## config.mk

```make
export PLATFORM = sky130hd
export DESIGN_NAME = status_watch
export DESIGN_NICKNAME = d
export VERILOG_FILES = /design/src/boot_pkg.sv /design/src/status_watch.sv
export SDC_FILE = /design/constraint.sdc
export NUM_CORES = 1
export LEC_CHECK = 0
export BUFFER_PORTS_ARGS = -buffer_cell sky130_fd_sc_hd__buf_2
export CORE_MARGIN = 1.5
export CORE_UTILIZATION = 32
export CTS_CLUSTER_SIZE = 25
export DETAILED_ROUTE_END_ITERATION = 12
export GPL_ROUTABILITY_DRIVEN = 1
export GPL_TIMING_DRIVEN = 0
export HOLD_SLACK_MARGIN = 0.1
export PLACE_DENSITY = 0.58
export SYNTH_ARGS = -nofsm -noshare
export SYNTH_HDL_FRONTEND = slang
export SYNTH_SLANG_ARGS = --single-unit
```

## constraint.sdc

```tcl
create_clock -name clk_i -period 0.8 [get_ports clk_i]
set_input_delay 0.12 -clock clk_i [delete_from_list [all_inputs] [get_ports clk_i]]
set_output_delay 0.12 -clock clk_i [all_outputs]
set_load 0.05 [all_outputs]
```

## src/boot_pkg.sv

```systemverilog
/*
 * Shared widths, RAM depth and special word addresses for the SPI boot subsystem,
 * plus the decoded SPI frame struct and the RAM request struct.
 */
package boot_pkg;

  // word address and data widths
  localparam int ADDR_W = 14;
  localparam int DATA_W = 32;
  localparam int DEPTH  = 2 ** ADDR_W;

  // 16-bit address field then 32 data bits, msb first
  localparam int FRAME_W   = 48;
  localparam int BIT_CNT_W = $clog2(FRAME_W);

  // words watched by the test-status and log monitor
  localparam logic [ADDR_W-1:0] TEST_STATUS_ADDR = 14'h3ff0;
  localparam logic [ADDR_W-1:0] LOG_ADDR         = 14'h3ff4;

  // one decoded write frame
  typedef struct packed {
    logic [ADDR_W-1:0] addr;
    logic [DATA_W-1:0] data;
  } spi_frame_t;

  // one RAM access
  typedef struct packed {
    logic              write;
    logic [ADDR_W-1:0] addr;
    logic [DATA_W-1:0] wdata;
  } mem_req_t;

endpackage
```

## src/status_watch.sv

```systemverilog
/*
 * Monitor of accepted RAM writes: flags test-status and log word writes
 * and registers the written data.
 */
`timescale 1ns/1ps

module status_watch (
  input  logic                        clk_i,
  input  logic                        arst_n_i,
  input  logic                        wr_fire_i,
  input  boot_pkg::mem_req_t          wr_i,
  output logic                        status_valid_o,
  output logic [boot_pkg::DATA_W-1:0] status_o,
  output logic                        log_valid_o,
  output logic [boot_pkg::DATA_W-1:0] log_data_o
);
  import boot_pkg::*;

  logic              status_hit;
  logic              log_hit;
  logic              status_valid_q;
  logic              log_valid_q;
  logic [DATA_W-1:0] status_q;
  logic [DATA_W-1:0] log_q;

  assign status_hit = wr_fire_i && wr_i.write && (wr_i.addr == TEST_STATUS_ADDR);
  assign log_hit    = wr_fire_i && wr_i.write && (wr_i.addr == LOG_ADDR);

  always_ff @(posedge clk_i or negedge arst_n_i) begin
    if (!arst_n_i) begin
      status_valid_q <= 1'b0;
      log_valid_q    <= 1'b0;
    end else begin
      status_valid_q <= status_hit;
      log_valid_q    <= log_hit;
    end
  end

  // data holds until the next matching write
  always_ff @(posedge clk_i) begin
    if (status_hit) begin
      status_q <= wr_i.wdata;
    end
    if (log_hit) begin
      log_q <= wr_i.wdata;
    end
  end

  assign status_valid_o = status_valid_q;
  assign status_o       = status_q;
  assign log_valid_o    = log_valid_q;
  assign log_data_o     = log_q;

endmodule

```

==> metrics.md <==
| Metric | Value |
|---|---|
| TritonCTS Buffers | `9` |
| GRT overflow | `0` |
| CTS Sinks | `66` |
| Lkg Pwr | `1.65 nW` |
| Finished Core Util | `66.9%` |
| Initial core utilization | `33.7%` |
| Clock-pin slew on the worst setup and hold paths | `80 ps` |
| Max Cap Violations | `0` |
| CP endpoint kind | `flop` |
| Worst VDD drop | `0.00138 V` |
| Slew headroom | `82.4%` |
| Syn Nets | `approximately 120` |
| Final ANT Viol Nets | `0` |
| Synthesized area | `about 0.0020 mm²` |
| Die H | `82.6 µm` |
| Initial detailed-routing violation count | `40` |
| PD cells | `1840 mW/mm²` |
| Synth warn | `0` |
| Vias | `about 1500` |
| Yosys cell types | `6` |
| Highest-count cells in the layout ignoring fill and taps | `75 x buf_6, 64 x edfxtp_1, 47 x buf_2, 34 x dlygate4sd3_1` |
| Routed WL | `5.49 mm` |
| Global-route wire length before repair | `7.69 mm` |
| CP Launch Type | `input pin` |
| CTS max path bufs | `2` |
| Switching Fraction | `between 15 and 20%` |
| Fmax | `799 MHz` |
| # DRC | `0` |
| # setup viols final | `132` |
| Port Buf Inserts | `115` |
| GRT Total Usage | `16.7%` |
| Mapped Avg Cell Area | `approximately 28 µm²` |
| Site Rows | `28` |
| P_sw | `1.37 mW` |
| Register area | `0.00197 mm²` |
| CTS tree | `yes` |
| Int Pwr | `6.06 mW` |
| Synthesis-to-layout area growth | `98.8%` |
| ANT cells | `0` |
| GPL Wtd Cong | `0.679` |
| H-Tree Level Count | `3` |
| Yosys reg bits | `66` |
| Sequential share of the synthesized area | `97.2%` |
| DR vias/cell | `~4.3` |
| Initial antenna violation count | `0` |
| Largest net degree at the start of global routing | `13` |
| Die X | `82.6 µm` |
| Post-route setup slack | `-452 ps` |
| I/O Pins | `around 120` |
| Layout cells sized above 1 | `59.4%` |
| RSZ-0062 raised after global routing | `yes` |
| Wire length per cell | `~16 µm` |
| Failing checks | `negative setup slack` |
| Die area | `0.00682 mm²` |
| Gate Count Post-Synth | `73` |
| DP HPWL | `approximately 3.2 mm` |
| Multi-input gate area | `~86 µm²` |
| Slew @ Worst Pin | `263 ps` |
| Crit Path Category | `input pin to flop` |
| Min-Delay Path Class | `input pin to flop` |
| Status | `complete, but fails checks` |
| Post-place setup slack | `-1100 ps` |
| CORE AREA | `0.00603 mm²` |
| Final Max Tran Viols | `0` |
| Sequential power share | `50.9%` |
| Comb pwr share | `4.1%` |
| Drt first pass iters | `4` |
| Clock root cell | `clkbuf_8` |
| Worst EP required | `870 ps` |
| CP max FO | `6` |
| Filler Cells Inserted | `408` |
| Final critical-path share of the clock period | `157%` |
| Data arrival, critical path | `1320 ps` |
| Final Hold Viols | `0` |
| Commonest non-fill, non-tap cell in the layout | `buf_6` |
| Vias in the first global route | `~1500` |
| Net count, final | `approximately 300` |
| Minimum clock period | `between 1000 and 1500 ps` |
| Clock power frac | `~45%` |
[synth_stat cells]
cell type / instances / area (µm²)
edfxtp_1: 64 / 1920
nand4bb_1: 1 / 11.3
dfrtp_1: 2 / 50.1
nand4_1: 1 / 6.26
nor4_1: 2 / 12.5
nand4b_1: 3 / 26.3
[registers in the layout, indices dropped and copies added, names as in the netlist]
signal and count:
log_data_o 32, log_valid_o 1, status_o 32, status_valid_o 1
[timing repair]
item,in CTS,in global routing
setup buffers,12,5
pin swaps,2,2
resized for setup,144,6
gates cloned,2,2
hold buffers,34,0
hold endpoints to repair,66,0
endpoints found under the setup margin,132,132
[per-layer routing]
layer  up-vias  GRT usage [%]  wire length, µm  part of all wire [%]
met1       685           16.7             1990                    36
met2        82           28.4             2800                    51
met5         -              0                0                     0
met4         0           9.00              154                   2.8
li1        678              -                -                     -
met3        13           8.35              545                   9.9
[worst max-delay path: stages]
cell	delay [ps]
buf_6	80
nand4b_1	220
buf_4	200
nor4_4	250
buf_4	180
buf_8	130
clkbuf_16	140
[logic make-up (layout without fill, tap and decap cells)]
family	Yosys count	count (layout)	share of synthesized area, %
flops	66	66	97.2
buf+inv	0	188	0
simple gates	7	7	2.78
[per-stage QoR]
| stage | setup TNS, ps | total power, mW | instance area, µm² | hold slack [ps] | instances |
|---|---|---|---|---|---|
| detailed placement | -65160 | 4.02 | 2790 | -93.4 | 268 |
| global route | -44290 | 7.66 | 4030 | 435 | 336 |
| floorplan | -80890 | 3.88 | 2060 | -176 | 73 |
| global placement | -134310 | 4.01 | 2730 | -94.3 | 263 |
| CTS | -35950 | 7.48 | 3940 | 403 | 331 |
| finish | -39460 | 7.44 | 4030 | 430 | 336 |
[path summary, 6_finish.rpt]
kind,startpoint,end,cells after the start
setup / recovery,wr_i[35],log_data_o[11],7
hold / removal,wr_i[46],status_valid_o,5
max in group asynchronous,arst_n_i,status_valid_o,3
min in group asynchronous,arst_n_i,log_valid_o,3
[final cells by class]
type                            instances  share of cell area (%)
Clock buffer                            9                    3.07
Clock inverter                          7                    2.89
Sequential cell                        66                    48.9
Multi-Input combinational cell          7                    2.14
Timing Repair Buffer                  172                    40.7
Tap cell                               75                    2.33
[power groups by stage]
stage                     Sequential, mW  Combinational [mW]  Clock [mW]
after floorplan                     3.86              0.0145           0
after global placement              3.86               0.145           0
after detailed placement            3.86               0.154           0
after CTS                           3.78               0.288        3.41
after global routing                3.78               0.328        3.55
final                               3.78               0.304        3.35
Power figures use the tool's default switching activity.
