===== src/boot_pkg.sv =====
/*
 * Shared widths, RAM depth and special word addresses for the SPI boot subsystem,
 * plus the decoded SPI frame struct and the RAM request struct.
 */
package boot_pkg;

  // word address and data widths
  localparam int ADDR_W = 14;
  localparam int DATA_W = 32;
  localparam int DEPTH  = 2 ** ADDR_W;

  // 16-bit address field then 32 data bits, msb first
  localparam int FRAME_W   = 48;
  localparam int BIT_CNT_W = $clog2(FRAME_W);

  // words watched by the test-status and log monitor
  localparam logic [ADDR_W-1:0] TEST_STATUS_ADDR = 14'h3ff0;
  localparam logic [ADDR_W-1:0] LOG_ADDR         = 14'h3ff4;

  // one decoded write frame
  typedef struct packed {
    logic [ADDR_W-1:0] addr;
    logic [DATA_W-1:0] data;
  } spi_frame_t;

  // one RAM access
  typedef struct packed {
    logic              write;
    logic [ADDR_W-1:0] addr;
    logic [DATA_W-1:0] wdata;
  } mem_req_t;

endpackage

===== src/spi_frame_rx.sv =====
/*
 * SPI device receiver: pin synchronizers, SCK edge detect, 48-bit shift register
 * and a holding register offered to the controller by four-phase req/ack.
 */
`timescale 1ns/1ps

module spi_frame_rx (
  input  logic                 clk_i,
  input  logic                 arst_n_i,
  input  logic                 spi_sck_i,
  input  logic                 spi_csb_i,
  input  logic                 spi_sdi_i,
  input  logic                 frm_ack_i,
  output logic                 frm_req_o,
  output boot_pkg::spi_frame_t frame_o
);
  import boot_pkg::*;

  logic [2:0]           sck_q;
  logic [1:0]           csb_q;
  logic [1:0]           sdi_q;
  logic                 sck_rise_q;
  logic [BIT_CNT_W-1:0] bit_cnt_q;
  logic [FRAME_W-1:0]   shift_q;
  logic                 full_q;
  logic                 req_q;
  spi_frame_t           hold_q;
  logic                 shift_en;
  logic                 load;

  // shift register is frozen once full, until the holding register takes it
  assign shift_en = sck_rise_q && !csb_q[1] && !full_q;
  // holding register is free once the previous handshake has fully returned to zero
  assign load = full_q && !req_q && !frm_ack_i;

  always_ff @(posedge clk_i or negedge arst_n_i) begin
    if (!arst_n_i) begin
      sck_q      <= '0;
      csb_q      <= '1;
      sdi_q      <= '0;
      sck_rise_q <= 1'b0;
      bit_cnt_q  <= '0;
      full_q     <= 1'b0;
      req_q      <= 1'b0;
    end else begin
      sck_q      <= {sck_q[1:0], spi_sck_i};
      csb_q      <= {csb_q[0], spi_csb_i};
      sdi_q      <= {sdi_q[0], spi_sdi_i};
      sck_rise_q <= sck_q[1] && !sck_q[2];

      // csb high drops a partial frame
      if (csb_q[1]) begin
        bit_cnt_q <= '0;
      end else if (shift_en) begin
        if (bit_cnt_q == BIT_CNT_W'(FRAME_W - 1)) begin
          bit_cnt_q <= '0;
          full_q    <= 1'b1;
        end else begin
          bit_cnt_q <= bit_cnt_q + 1'b1;
        end
      end

      if (load) begin
        full_q <= 1'b0;
        req_q  <= 1'b1;
      end else if (req_q && frm_ack_i) begin
        req_q <= 1'b0;
      end
    end
  end

  always_ff @(posedge clk_i) begin
    if (shift_en) begin
      shift_q <= {shift_q[FRAME_W-2:0], sdi_q[1]};
    end
    // low ADDR_W bits of the address field, then the data word
    if (load) begin
      hold_q.addr <= shift_q[DATA_W +: ADDR_W];
      hold_q.data <= shift_q[DATA_W-1:0];
    end
  end

  assign frm_req_o = req_q;
  assign frame_o   = hold_q;

endmodule


===== config.mk =====
export PLATFORM = sky130hd
export DESIGN_NAME = spi_frame_rx
export DESIGN_NICKNAME = d
export VERILOG_FILES = /design/src/boot_pkg.sv /design/src/spi_frame_rx.sv
export SDC_FILE = /design/constraint.sdc
export NUM_CORES = 1
export LEC_CHECK = 0
export BUFFER_PORTS_ARGS = -buffer_cell sky130_fd_sc_hd__buf_4
export CAP_MARGIN = 20
export CORE_MARGIN = 2
export CORE_UTILIZATION = 33
export CTS_CLUSTER_DIAMETER = 120
export CTS_CLUSTER_SIZE = 28
export DETAILED_ROUTE_END_ITERATION = 10
export GPL_ROUTABILITY_DRIVEN = 0
export PLACE_DENSITY = 0.63
export SYNTH_ARGS = -nofsm -noshare
export SYNTH_HDL_FRONTEND = slang
export SYNTH_SLANG_ARGS = --single-unit

===== constraint.sdc =====
create_clock -name clk_i -period 6.1 [get_ports clk_i]
set_input_delay 0.915 -clock clk_i [delete_from_list [all_inputs] [get_ports clk_i]]
set_output_delay 0.915 -clock clk_i [all_outputs]
set_load 0.05 [all_outputs]

==> results.sh <==
export IMPL_synth_top_area_share_pct=81.0
export IMPL_wirelength_um=4670
export IMPL_syn_area_per_cell_um2=23.2
export IMPL_synthFlopType="edfxtp_1"
export IMPL_synth_common_cells="edfxtp_1, dfrtp_1, nor2_1"
export IMPL_yosysSeqAreaShare_pct=92.8
export IMPL_grtUsageTotal_pct=8.71
export IMPL_max_freq_ghz=0.519
export IMPL_synth_seq_cells=108
export IMPL_crit_chain="buf_4"
export IMPL_antenna_found_initial=0
export IMPL_vias_per_cell=4.15
export IMPL_worstPathRequired_ns=5.18
export IMPL_grt_pass1_wl_um=7190
export IMPL_post_dp_hpwl_um=2880
export IMPL_start_kind="register"
export IMPL_grt_pass1_vias=1362
export IMPL_yosysTopAreaCell="edfxtp_1"
export IMPL_clockBufferDepth=2
export IMPL_gr_total_overflow=0
export IMPL_slew_headroom_pct=62.1
export IMPL_post_route_min_period_ns=1.92
export IMPL_rows=37
export IMPL_finalSetupTns_ns=0
export IMPL_yosysMostFrequentCell="edfxtp_1"
export IMPL_drv_cap=0
export IMPL_ys_warn_count=0
export IMPL_endpoint_kind="output pin"
export IMPL_ios=53
export IMPL_synthesis_area_um2=3410
export IMPL_drc_errors=0
export IMPL_rsz0062_at_grt="no"
export IMPL_cts_setup_buffers=0
export IMPL_critPathLaunch="frm_req_o$_DFFE_PN0P_"
export IMPL_async_reset_ff_share_pct=14.8
export IMPL_power_density_nw_per_um2=291
export IMPL_min_path_type="register to register"
export IMPL_path_class="register to output pin"
export IMPL_fin_util_pct=41.0
export IMPL_dp_cells=336
export IMPL_report_final_slew_viol_count=0
export IMPL_grt_max_degree=47
export IMPL_clock_skew_ns=0.00860
export IMPL_dieArea_um2=11200
export IMPL_die_height_um=106
export IMPL_nNetsFinal=218
export IMPL_start_util_pct=33.5
export IMPL_clkSlewWorstSetupHoldPaths_ns=0.10
export IMPL_cp_num_buf_inv=1
export IMPL_fillers=946
export IMPL_finalHoldViolCount=0
export IMPL_root_buffer="clkbuf_8"
export IMPL_min_delay_start="sdi_q[0]$_DFF_PN0_"
export IMPL_slowest_stage="dfrtp_1"
export IMPL_antenna_cells=0
export IMPL_status="completed"
export IMPL_critPathMaxStageDelay_ns=0.43
export IMPL_post_cts_resized=0
export IMPL_synth_edf_count=92
export IMPL_coreArea_um2=10200
export IMPL_cts_htree_levels=3
export IMPL_setup_violations=0
export IMPL_syn_nets=154
export IMPL_crit_arrival_ns=1.01
export IMPL_power_total_uw=1220
export IMPL_period_share_pct=31.6
export IMPL_clk_latency_ns=0.35
export IMPL_syn_to_final_growth_pct=22.3
export IMPL_yosys_top_cells_area="edfxtp_1, dfrtp_1, dfstp_2"
export IMPL_die_x_um=106
export IMPL_vias=1458
export IMPL_cts_tree="done"
export IMPL_holdBufCountCts=0
export IMPL_dr_first_iter_drc_count=60
export IMPL_worst_slew_pin_slew_ns=0.568
export IMPL_yosys_cell_types_count=25
export IMPL_crit_family="flip-flops"
export IMPL_cts_buffers=9
export IMPL_power_leakage_uw=0.00149
export IMPL_io_buffers=52
export IMPL_syn_inst=147
export IMPL_ant_nets=0
export IMPL_clock_sinks=108
export IMPL_ir_drop_uv=189
export IMPL_final_cells=351
export IMPL_drive_above_1_share_pct=34.9
export IMPL_first_pass_iters=4
export IMPL_avgRoutedWirePerCell_um=13.3
export IMPL_critical_path_max_fanout=4
export IMPL_r2r_start="full_q$_DFFE_PN0P_"
## path summary, 6_finish.rpt
check	end	slack, ns	depth (start not counted)
max	frm_req_o	4.18	1
min	sdi_q[1]$_DFF_PN0_	0.36	0
max reg2reg	shift_q[26]$_DFFE_PP_	4.19	3
min reg2reg	sdi_q[1]$_DFF_PN0_	0.36	0
max in group asynchronous	csb_q[1]$_DFF_PN1_	5.47	1
min in group asynchronous	bit_cnt_q[1]$_DFFE_PN0P_	0.39	1
## routing by layer
metal | up-vias | GRT usage (%) | share of wire [%]
met5 | - | 0 | 0
met4 | 0 | 3.38 | 0.68
met3 | 4 | 3.71 | 6.3
met2 | 50 | 12.4 | 46
met1 | 705 | 11.8 | 47
li1 | 699 | - | -
## power by group
part | total, uW | switching [uW] | internal [uW] | leakage [uW]
clock network | 388 | 234 | 154 | 0.0000922
registers | 815 | 6.48 | 808 | 0.00104
logic | 12.4 | 8.49 | 3.94 | 0.000364
total | 1220 | 249 | 967 | 0.00149
## cells in the final DEF, fill, tap and decap left out, types with 3 or more instances in the layout
master / synthesis / layout
edfxtp_1: 92 / 92
nand2_1: 5 / 5
clkbuf_8: 0 / 9
nor2_1: 6 / 5
o21ai_0: 3 / 3
clkinv_4: 0 / 3
buf_4: 0 / 54
dfrtp_1: 14 / 14
## worst reg2reg max path: stages, from the launching register on
cell	delay, ns
dfrtp_1	0.44
nand2b_1	0.29
nor2_4	0.37
buf_4	0.46
## state kept, by name, indices dropped and copies added (netlist names)
register,cells
frame_o,46
shift_q,46
bit_cnt_q,6
sck_q,3
csb_q,2
sdi_q,2
frm_req_o,1
full_q,1
sck_rise_q,1
## layout make-up
class,instances,area (um2),share of cell area [%]
clock inverter,6,55.1,1.32
inverter,2,7.51,0.180
clock buffer,9,124,2.97
multi-input combinational,36,246,5.91
tap,136,170,4.08
sequential,108,3170,75.8
timing repair buffer,54,405,9.71
## metrics by stage
stage | instance area (um2) | setup WS [ns] | hold WS, ns
6_report | 4170 | 4.18 | 0.360
3_3_place_gp | 4000 | 4.02 | 0.335
4_1_cts | 4170 | 4.13 | 0.363
3_5_place_dp | 4000 | 4.00 | 0.340
2_1_floorplan | 3410 | 1.30 | 0.331
5_1_grt | 4170 | 4.02 | 0.367
## cells by family after synthesis
kind of cell / Yosys count / share of synthesized area, %
adder cells (fa/ha/maj): 1 / 0.367
flip-flops: 108 / 92.8
AO/OA/AOI/OAI: 10 / 1.80
buffers and inverters: 3 / 0.367
AND/OR/NAND/NOR: 23 / 4.14
XOR/XNOR: 1 / 0.257
multiplexers: 1 / 0.293
No activity file was read; power rests on OpenSTA's default activity.
