--- config.mk ---
export PLATFORM = sky130hd
export DESIGN_NAME = boot_ctrl
export DESIGN_NICKNAME = d
export VERILOG_FILES = /design/src/boot_pkg.sv /design/src/boot_ctrl.sv
export SDC_FILE = /design/constraint.sdc
export NUM_CORES = 1
export LEC_CHECK = 0
export BUFFER_PORTS_ARGS = -buffer_cell sky130_fd_sc_hd__buf_2
export CAP_MARGIN = 25
export CORE_AREA = 2 2 89 91
export DETAILED_ROUTE_END_ITERATION = 10
export DIE_AREA = 0 0 91 93
export PLACE_DENSITY = 0.79
export SYNTH_ARGS = -nofsm -noshare
export SYNTH_HDL_FRONTEND = slang
export SYNTH_SLANG_ARGS = --single-unit
--- constraint.sdc ---
create_clock -name clk_i -period 4.2 [get_ports clk_i]
set_input_delay 0.84 -clock clk_i [delete_from_list [all_inputs] [get_ports clk_i]]
set_output_delay 0.84 -clock clk_i [all_outputs]
set_load 0.03 [all_outputs]
--- src/boot_pkg.sv ---
/*
 * Shared widths, RAM depth and special word addresses for the SPI boot subsystem,
 * plus the decoded SPI frame struct and the RAM request struct.
 */
package boot_pkg;

  // word address and data widths
  localparam int ADDR_W = 14;
  localparam int DATA_W = 32;
  localparam int DEPTH  = 2 ** ADDR_W;

  // 16-bit address field then 32 data bits, msb first
  localparam int FRAME_W   = 48;
  localparam int BIT_CNT_W = $clog2(FRAME_W);

  // words watched by the test-status and log monitor
  localparam logic [ADDR_W-1:0] TEST_STATUS_ADDR = 14'h3ff0;
  localparam logic [ADDR_W-1:0] LOG_ADDR         = 14'h3ff4;

  // one decoded write frame
  typedef struct packed {
    logic [ADDR_W-1:0] addr;
    logic [DATA_W-1:0] data;
  } spi_frame_t;

  // one RAM access
  typedef struct packed {
    logic              write;
    logic [ADDR_W-1:0] addr;
    logic [DATA_W-1:0] wdata;
  } mem_req_t;

endpackage
--- src/boot_ctrl.sv ---
/*
 * RAM arbiter FSM: SPI write frames over host reads, bootstrap strap gate,
 * four-phase handshakes on all three sides and the accepted-write pulse.
 */
`timescale 1ns/1ps

module boot_ctrl (
  input  logic                        clk_i,
  input  logic                        arst_n_i,
  input  logic                        bootstrap_i,
  input  logic                        frm_req_i,
  input  boot_pkg::spi_frame_t        frame_i,
  input  logic                        rd_req_i,
  input  logic [boot_pkg::ADDR_W-1:0] rd_addr_i,
  input  logic                        mem_ack_i,
  input  logic [boot_pkg::DATA_W-1:0] rdata_i,
  output logic                        frm_ack_o,
  output logic                        rd_ack_o,
  output logic [boot_pkg::DATA_W-1:0] rd_data_o,
  output logic                        mem_req_o,
  output boot_pkg::mem_req_t          mem_o,
  output logic                        wr_fire_o
);
  import boot_pkg::*;

  typedef enum logic [1:0] {
    ST_IDLE,
    ST_WRITE,
    ST_READ,
    ST_RELEASE
  } state_e;

  state_e            state_q;
  logic [1:0]        boot_q;
  logic              serve_frm_q;
  logic              mem_req_q;
  logic              frm_ack_q;
  logic              rd_ack_q;
  mem_req_t          mem_q;
  logic [DATA_W-1:0] rd_data_q;

  always_ff @(posedge clk_i or negedge arst_n_i) begin
    if (!arst_n_i) begin
      state_q     <= ST_IDLE;
      boot_q      <= '0;
      serve_frm_q <= 1'b0;
      mem_req_q   <= 1'b0;
      frm_ack_q   <= 1'b0;
      rd_ack_q    <= 1'b0;
    end else begin
      // strap comes straight from a pad
      boot_q <= {boot_q[0], bootstrap_i};
      case (state_q)
        ST_IDLE: begin
          if (frm_req_i) begin
            serve_frm_q <= 1'b1;
            if (boot_q[1]) begin
              mem_req_q <= 1'b1;
              state_q   <= ST_WRITE;
            end else begin
              // strap low, frame is acked and thrown away
              frm_ack_q <= 1'b1;
              state_q   <= ST_RELEASE;
            end
          end else if (rd_req_i) begin
            serve_frm_q <= 1'b0;
            mem_req_q   <= 1'b1;
            state_q     <= ST_READ;
          end
        end
        ST_WRITE: begin
          if (mem_ack_i) begin
            mem_req_q <= 1'b0;
            frm_ack_q <= 1'b1;
            state_q   <= ST_RELEASE;
          end
        end
        ST_READ: begin
          if (mem_ack_i) begin
            mem_req_q <= 1'b0;
            rd_ack_q  <= 1'b1;
            state_q   <= ST_RELEASE;
          end
        end
        ST_RELEASE: begin
          // wait for both sides to return to zero
          if (!mem_ack_i && serve_frm_q && !frm_req_i) begin
            frm_ack_q <= 1'b0;
            state_q   <= ST_IDLE;
          end else if (!mem_ack_i && !serve_frm_q && !rd_req_i) begin
            rd_ack_q <= 1'b0;
            state_q  <= ST_IDLE;
          end
        end
        default: state_q <= ST_IDLE;
      endcase
    end
  end

  always_ff @(posedge clk_i) begin
    if (state_q == ST_IDLE) begin
      if (frm_req_i) begin
        mem_q <= '{write: 1'b1, addr: frame_i.addr, wdata: frame_i.data};
      end else begin
        mem_q <= '{write: 1'b0, addr: rd_addr_i, wdata: '0};
      end
    end
    if (state_q == ST_READ && mem_ack_i) begin
      rd_data_q <= rdata_i;
    end
  end

  assign frm_ack_o = frm_ack_q;
  assign rd_ack_o  = rd_ack_q;
  assign rd_data_o = rd_data_q;
  assign mem_req_o = mem_req_q;
  assign mem_o     = mem_q;
  // single cycle, the FSM leaves ST_WRITE on the same ack
  assign wr_fire_o = (state_q == ST_WRITE) && mem_ack_i;

endmodule

==> impl_metrics.ini, run 1 <==
[outcome]
outcome = completed

[global_routing]
grt_pass1_vias = 2061
busiest_layer = met2
grt_antenna_before_repair = 0
gr-total-overflow = 0
grt_max_degree = 56
use_met1_pct = 19.4
grtUsageMet3_pct = 5.24
grt_pass1_wl_mm = 10.4
grtUsageMet2_pct = 27.1
track_usage_pct = 16.2

[clock_network]
cts.clk_slew.worst_paths_ps = 90
cts_max_level = 3
ctsHoldBuffers = 0
cts_root_buf = clkbuf_8
clock-sinks = 87
clkLatencyLatePin_ps = 350
ctsResizeCount = 0
cts_buffers = 9
cts_setup_buffers = 0
cts.path.max_buffers = 2
cts_tree = built

[final_layout]
num-nets-final = 472
areaGrowthSynthToFinish_pct = 37.7
layout-drive-gt1-share_pct = 57.6
fillers = 640
antenna_cells = 0
layout.cells.non_filler = 475

[yosys]
synth_common_cells = 79 x edfxtp_1, 34 x and2_1, 16 x mux2_2
syn_nets = 285
syn_avg_cell_area_sq_um = 17.9
synth_top_area_cell = edfxtp_1
synth_edf_count = 79
ys_top_cells_by_area = edfxtp_1 73%, and2_1 6.6%, dfrtp_1 6.2%, mux2_2 5.6%, ha_1 2.3%
synth_ff_type = edfxtp_1
synth.distinct_cells = 19
async_flop_share_pct = 9.20
yosys_register_bits = 87
synth-seq-area-share_pct = 79.3
yosysTopAreaCellShare_pct = 73.1
synthCells = 181
syn_area_sq_mm = 0.00324
ys.warnings.count = 0
synth.most_common_cell = edfxtp_1

[worst_setup_path]
end_kind = output pin
startpoint_type = flop
crit_arrival_ps = 1430
crit_type = reg2out
critPathMaxFanout = 5
cp.required_ps = 3360

[die]
rows = 32
dieHeight_um = 93
core_sq_mm = 0.00753
dieWidth_um = 91
ios = 181
floorplan.initialDensity_pct = 43.1
die_area_sq_mm = 0.00846

[detailed_routing]
routed_wl_mm = 6.91
vias = 2176
ant_nets = 0
routedWlPerCell_um = 14.5
route.detailed.drc = 0
firstDrtPassIters = 4
avgViaCountPerCell = 4.58
drtIter0Drc = 71

[power_and_ir_drop]
p_leak_nw = 1.94
vdd_ir_drop_max_mv = 0.240
p_per_area_mw_per_mm2 = 628

[timing]
hold_viol = 0
rsz0062_at_grt = no
period_needed_ps = 2270
final_max_slew_viol_count = 0
skew_ps = 7.23
fmax_mhz = 440
max_slew_margin_pct = 43.0
worst_slew_pin_slew_ps = 855
finalSetupTns_ps = 0
hold_ws_ps = 321
finalCritPeriodShare_pct = 54.1
setup_viol = 0

[place]
gp_congestion = 0.784
dp_cells = 459
dpl.hpwl_mm = 5.27
io_buffers = 180

[run]
cap_violations = 0

[worst_hold_path]
hold_class = in2async
==> worst max-delay path, stage by stage (launching register included) <==
cell and delay, ps:
dfrtp_1 410, inv_1 150, ha_1 220, and2_1 120
buf_2 180
==> kinds of logic (layout without fill, tap and decap cells) <==
group	Yosys count	after routing	share of synthesized area, %
DFF	87	87	79.3
and+or+nand+nor	44	44	7.95
muxes	20	20	6.79
AOI/OAI and AO/OA	12	12	2.12
buffers and inverters	12	204	1.50
adders and majority gates	6	6	2.31
==> cell type report <==
cell class	instances	area [sq um]	area share (%)
multi-input cells	82	624	14.0
repair buffers	182	916	20.5
flip-flops and latches	87	2570	57.6
clock buffers	9	124	2.77
clock inverters	7	78.8	1.77
well taps	102	128	2.86
inverters	6	22.5	0.504
==> registers in the layout (all words and copies together), names as in the netlist <==
register and cells:
boot_q 2, rd_ack_o 1, serve_frm_q 1, mem_req_o 1
mem_o 47, frm_ack_o 1, rd_data_o 32, state_q 2
==> where the power goes <==
group | switching (mW) | internal [mW]
Sequential | 0.0627 | 1.22
Combinational | 0.673 | 0.265
Clock | 0.305 | 0.282
Total | 1.04 | 1.76
==> per-stage QoR <==
step           instance area [sq um]  total power [mW]  utilization, %  setup slack [ps]
3_5_place_dp                    4260              2.25            56.6              1880
3_3_place_gp                    4260              2.23            56.6              1920
6_report                        4470              2.80            59.3              1930
2_1_floorplan                   3240              1.95               -              1570
4_1_cts                         4470              2.84            59.3              1900
5_1_grt                         4470              2.93            59.3              1850
==> final timing paths <==
path / cells after the start / end / from / slack, ps
max: 4 / wr_fire_o / state_q[1] / 1930
min: 1 / rd_ack_o / arst_n_i / 320
max reg2reg: 6 / state_q[1] / state_q[0] / 2110
min reg2reg: 0 / boot_q[1] / boot_q[0] / 360
max in group asynchronous: 1 / serve_frm_q / arst_n_i / 3700
min in group clk_i: 0 / boot_q[1] / boot_q[0] / 360
==> metal layers <==
metal  vias to the layer above  routed length, um  share of wire [%]
met2                       121               3440                 50
met3                         7                574                8.3
met1                      1015               2820                 41
met5                         -                  0                  0
li1                       1033                  -                  -
met4                         0                 80                1.2
==> placed cells by master (no fill, tap or decap), types with 4 or more instances in the layout <==
master	Yosys	routed
mux2i_1	4	4
mux2_2	16	16
dfrtp_1	8	8
ha_1	6	5
inv_1	5	5
o21ai_0	5	5
and2_1	34	34
nand2_1	4	4
buf_2	3	180
a21oi_1	5	5
edfxtp_1	79	79
clkbuf_8	0	9
Power figures use the tool's default switching activity.
==> inputs of run 2 (changes only) <==
--- a/config.mk
+++ b/config.mk
@@ -5,12 +5,13 @@
 export SDC_FILE = /design/constraint.sdc
 export NUM_CORES = 1
 export LEC_CHECK = 0
+export ABC_AREA = 1
 export BUFFER_PORTS_ARGS = -buffer_cell sky130_fd_sc_hd__buf_2
 export CAP_MARGIN = 25
-export CORE_AREA = 2 2 89 91
+export CORE_AREA = 2 2 91 93
 export DETAILED_ROUTE_END_ITERATION = 10
-export DIE_AREA = 0 0 91 93
-export PLACE_DENSITY = 0.79
+export DIE_AREA = 0 0 93 95
+export PLACE_DENSITY = 0.77
 export SYNTH_ARGS = -nofsm -noshare
 export SYNTH_HDL_FRONTEND = slang
 export SYNTH_SLANG_ARGS = --single-unit
==> constraint.sdc (replaced) <==
create_clock -name clk_i -period 2.23 [get_ports clk_i]
set_input_delay 0.446 -clock clk_i [delete_from_list [all_inputs] [get_ports clk_i]]
set_output_delay 0.446 -clock clk_i [all_outputs]
set_load 0.03 [all_outputs]
==> impl_metrics.ini, run 2 <==
[outcome]
outcome = completed

[final_layout]
antenna_cells = 0
layout-drive-gt1-share_pct = 44.6
final_cell_mix = 180 x buf_2, 96 x nand2_1, 79 x edfxtp_1, 43 x inv_1, 9 x clkbuf_8
layout_commonest_cell = buf_2
fillers = 692
largest_reg_flops = 47
final_util_pct = 57.2
areaGrowthSynthToFinish_pct = 35.2
num-nets-final = 555

[clock_network]
clkLatencyLatePin_ps = 330
cts_tree = built
cts_root_buf = clkbuf_8
cts.path.max_buffers = 2
cts_max_level = 3
clock-sinks = 87
cts_setup_buffers = 0
ctsHoldBuffers = 1
cts.clk_slew.worst_paths_ps = 90
ctsResizeCount = 0
cts_buffers = 9

[timing]
hold_viol = 0
fmax_mhz = 556
setup_viol = 0
skew_ps = 10.9
rsz0062_at_grt = no
final_max_slew_viol_count = 0
finalSetupTns_ps = 0
finalCritPeriodShare_pct = 80.6
worst_slew_pin_slew_ps = 386
max_slew_margin_pct = 74.2
period_needed_ps = 1800

[worst_setup_path]
path_delay_family = flip-flops
startpoint_type = flop
path_buf_inv = 3
critPathMaxFanout = 4
crit_type = reg2out
cpMostUsedCell = inv_1
crit_chain = inv_1 > ha_1 > nand2_1 > inv_1 > buf_2
crit_arrival_ps = 1350
max_stage_delay_ps = 420
cp.required_ps = 1780
end_kind = output pin
cp_slowest_cell = dfrtp_1

[power_and_ir_drop]
p_leak_nw = 2.31
vdd_ir_drop_max_mv = 0.616
p_per_area_mw_per_mm2 = 1240

[die]
ios = 181
dieWidth_um = 93
floorplan.initialDensity_pct = 42.3
dieHeight_um = 95
die_area_sq_mm = 0.00884
rows = 33
core_sq_mm = 0.00793

[yosys]
syn_area_sq_mm = 0.00336
synth_top_area_cell = edfxtp_1
syn_avg_cell_area_sq_um = 12.9
yosys_register_bits = 87
yosysTopAreaCellShare_pct = 70.7
synth.distinct_cells = 17
synth_edf_count = 79
synth.most_common_cell = nand2_1
synth_ff_type = edfxtp_1
synthCells = 261
synth_common_cells = 96 x nand2_1, 79 x edfxtp_1, 43 x inv_1
ys_top_cells_by_area = edfxtp_1 71%, nand2_1 11%, dfrtp_1 6.0%, inv_1 4.8%, ha_1 2.2%
async_flop_share_pct = 9.20
synth-seq-area-share_pct = 76.7
syn_nets = 365
ys.warnings.count = 0

[place]
io_buffers = 180
gp_congestion = 0.711
dpl.hpwl_mm = 5.61

[global_routing]
grt_max_degree = 39
track_usage_pct = 16.4
grt_pass1_wl_mm = 10.9
grt_pass1_vias = 2289
gr-total-overflow = 0
grt_antenna_before_repair = 0

[detailed_routing]
routedWlPerCell_um = 13.0
route.detailed.drc = 0
ant_nets = 0
drtIter0Drc = 107
firstDrtPassIters = 4
avgViaCountPerCell = 4.34
routed_wl_mm = 7.30
vias = 2429

[worst_hold_path]
hold_class = in2reg

[run]
cap_violations = 0
## run 2: changes by cell type in the layout (fill, tap and decap cells not counted), moves of 4 or more
cell,before,now
inv_1,5,43
nor2_1,2,7
a21oi_1,5,1
mux2_2,16,0
mux2i_1,4,0
nand2_1,4,96
and2_1,34,0
## run 2: worst register-to-register path: cells and delay by family, from the launching register on
family,cells,cell delay [ps]
adder cells (fa/ha/maj),1,170
buffers and inverters,3,520
flip-flops,1,430
AND/OR/NAND/NOR,1,70
## run 2: final timing paths
kind	startpoint	to	slack (ps)	depth (start not counted)
min in group asynchronous	arst_n_i	boot_q[1]	480	2
max reg2reg	state_q[0]	rd_data_o[2]	680	5
max in group asynchronous	arst_n_i	state_q[1]	1570	2
min reg2reg	boot_q[0]	boot_q[1]	360	0
min	bootstrap_i	boot_q[0]	210	1
max	state_q[1]	wr_fire_o	430	5
## run 2: per-layer routing
layer,up-vias,global-route usage (%),part of all wire [%],wire length (um)
li1,1214,-,-,-
met4,0,5.51,0.38,28
met2,122,29.4,53,3880
met1,1089,19.0,39,2850
met5,-,0,0,0
met3,4,4.55,7.6,554
## run 2: area by class of cell
type                    count  area (sq um)  share of cell area [%]
inverters                  44           165                    3.64
clock buffers              11           131                    2.90
repair buffers            185           953                    21.0
flip-flops and latches     87          2570                    56.7
well taps                 105           131                    2.90
clock inverters             4          23.8                   0.524
multi-input cells         124           559                    12.3
## run 2: stage by stage
stage	worst slack, ps	total power, mW	cell area (sq um)	std cells	hold slack, ps
2_1_floorplan	381	4.07	3360	261	150
3_3_place_gp	739	4.73	4370	544	305
3_5_place_dp	683	4.80	4370	544	317
4_1_cts	399	5.70	4540	560	190
5_1_grt	314	5.95	4540	560	179
6_report	432	5.65	4540	560	207
## run 2: report_power, final
group          leakage [nW]  switching (mW)  total [mW]  internal [mW]
Sequential            0.847           0.143        2.54           2.40
Clock                0.0728           0.518       0.913          0.394
Combinational          1.39            1.61        2.19          0.582
## run 2: logic make-up (layout without fill, tap and decap cells)
| kind of cell | count (synthesis) | in the layout | synth area share, % |
|---|---|---|---|
| flops | 87 | 87 | 76.7 |
| fa+ha+maj | 6 | 6 | 2.24 |
| simple gates | 110 | 110 | 12.8 |
| buf+inv | 50 | 244 | 6.75 |
| compound gates | 8 | 8 | 1.53 |
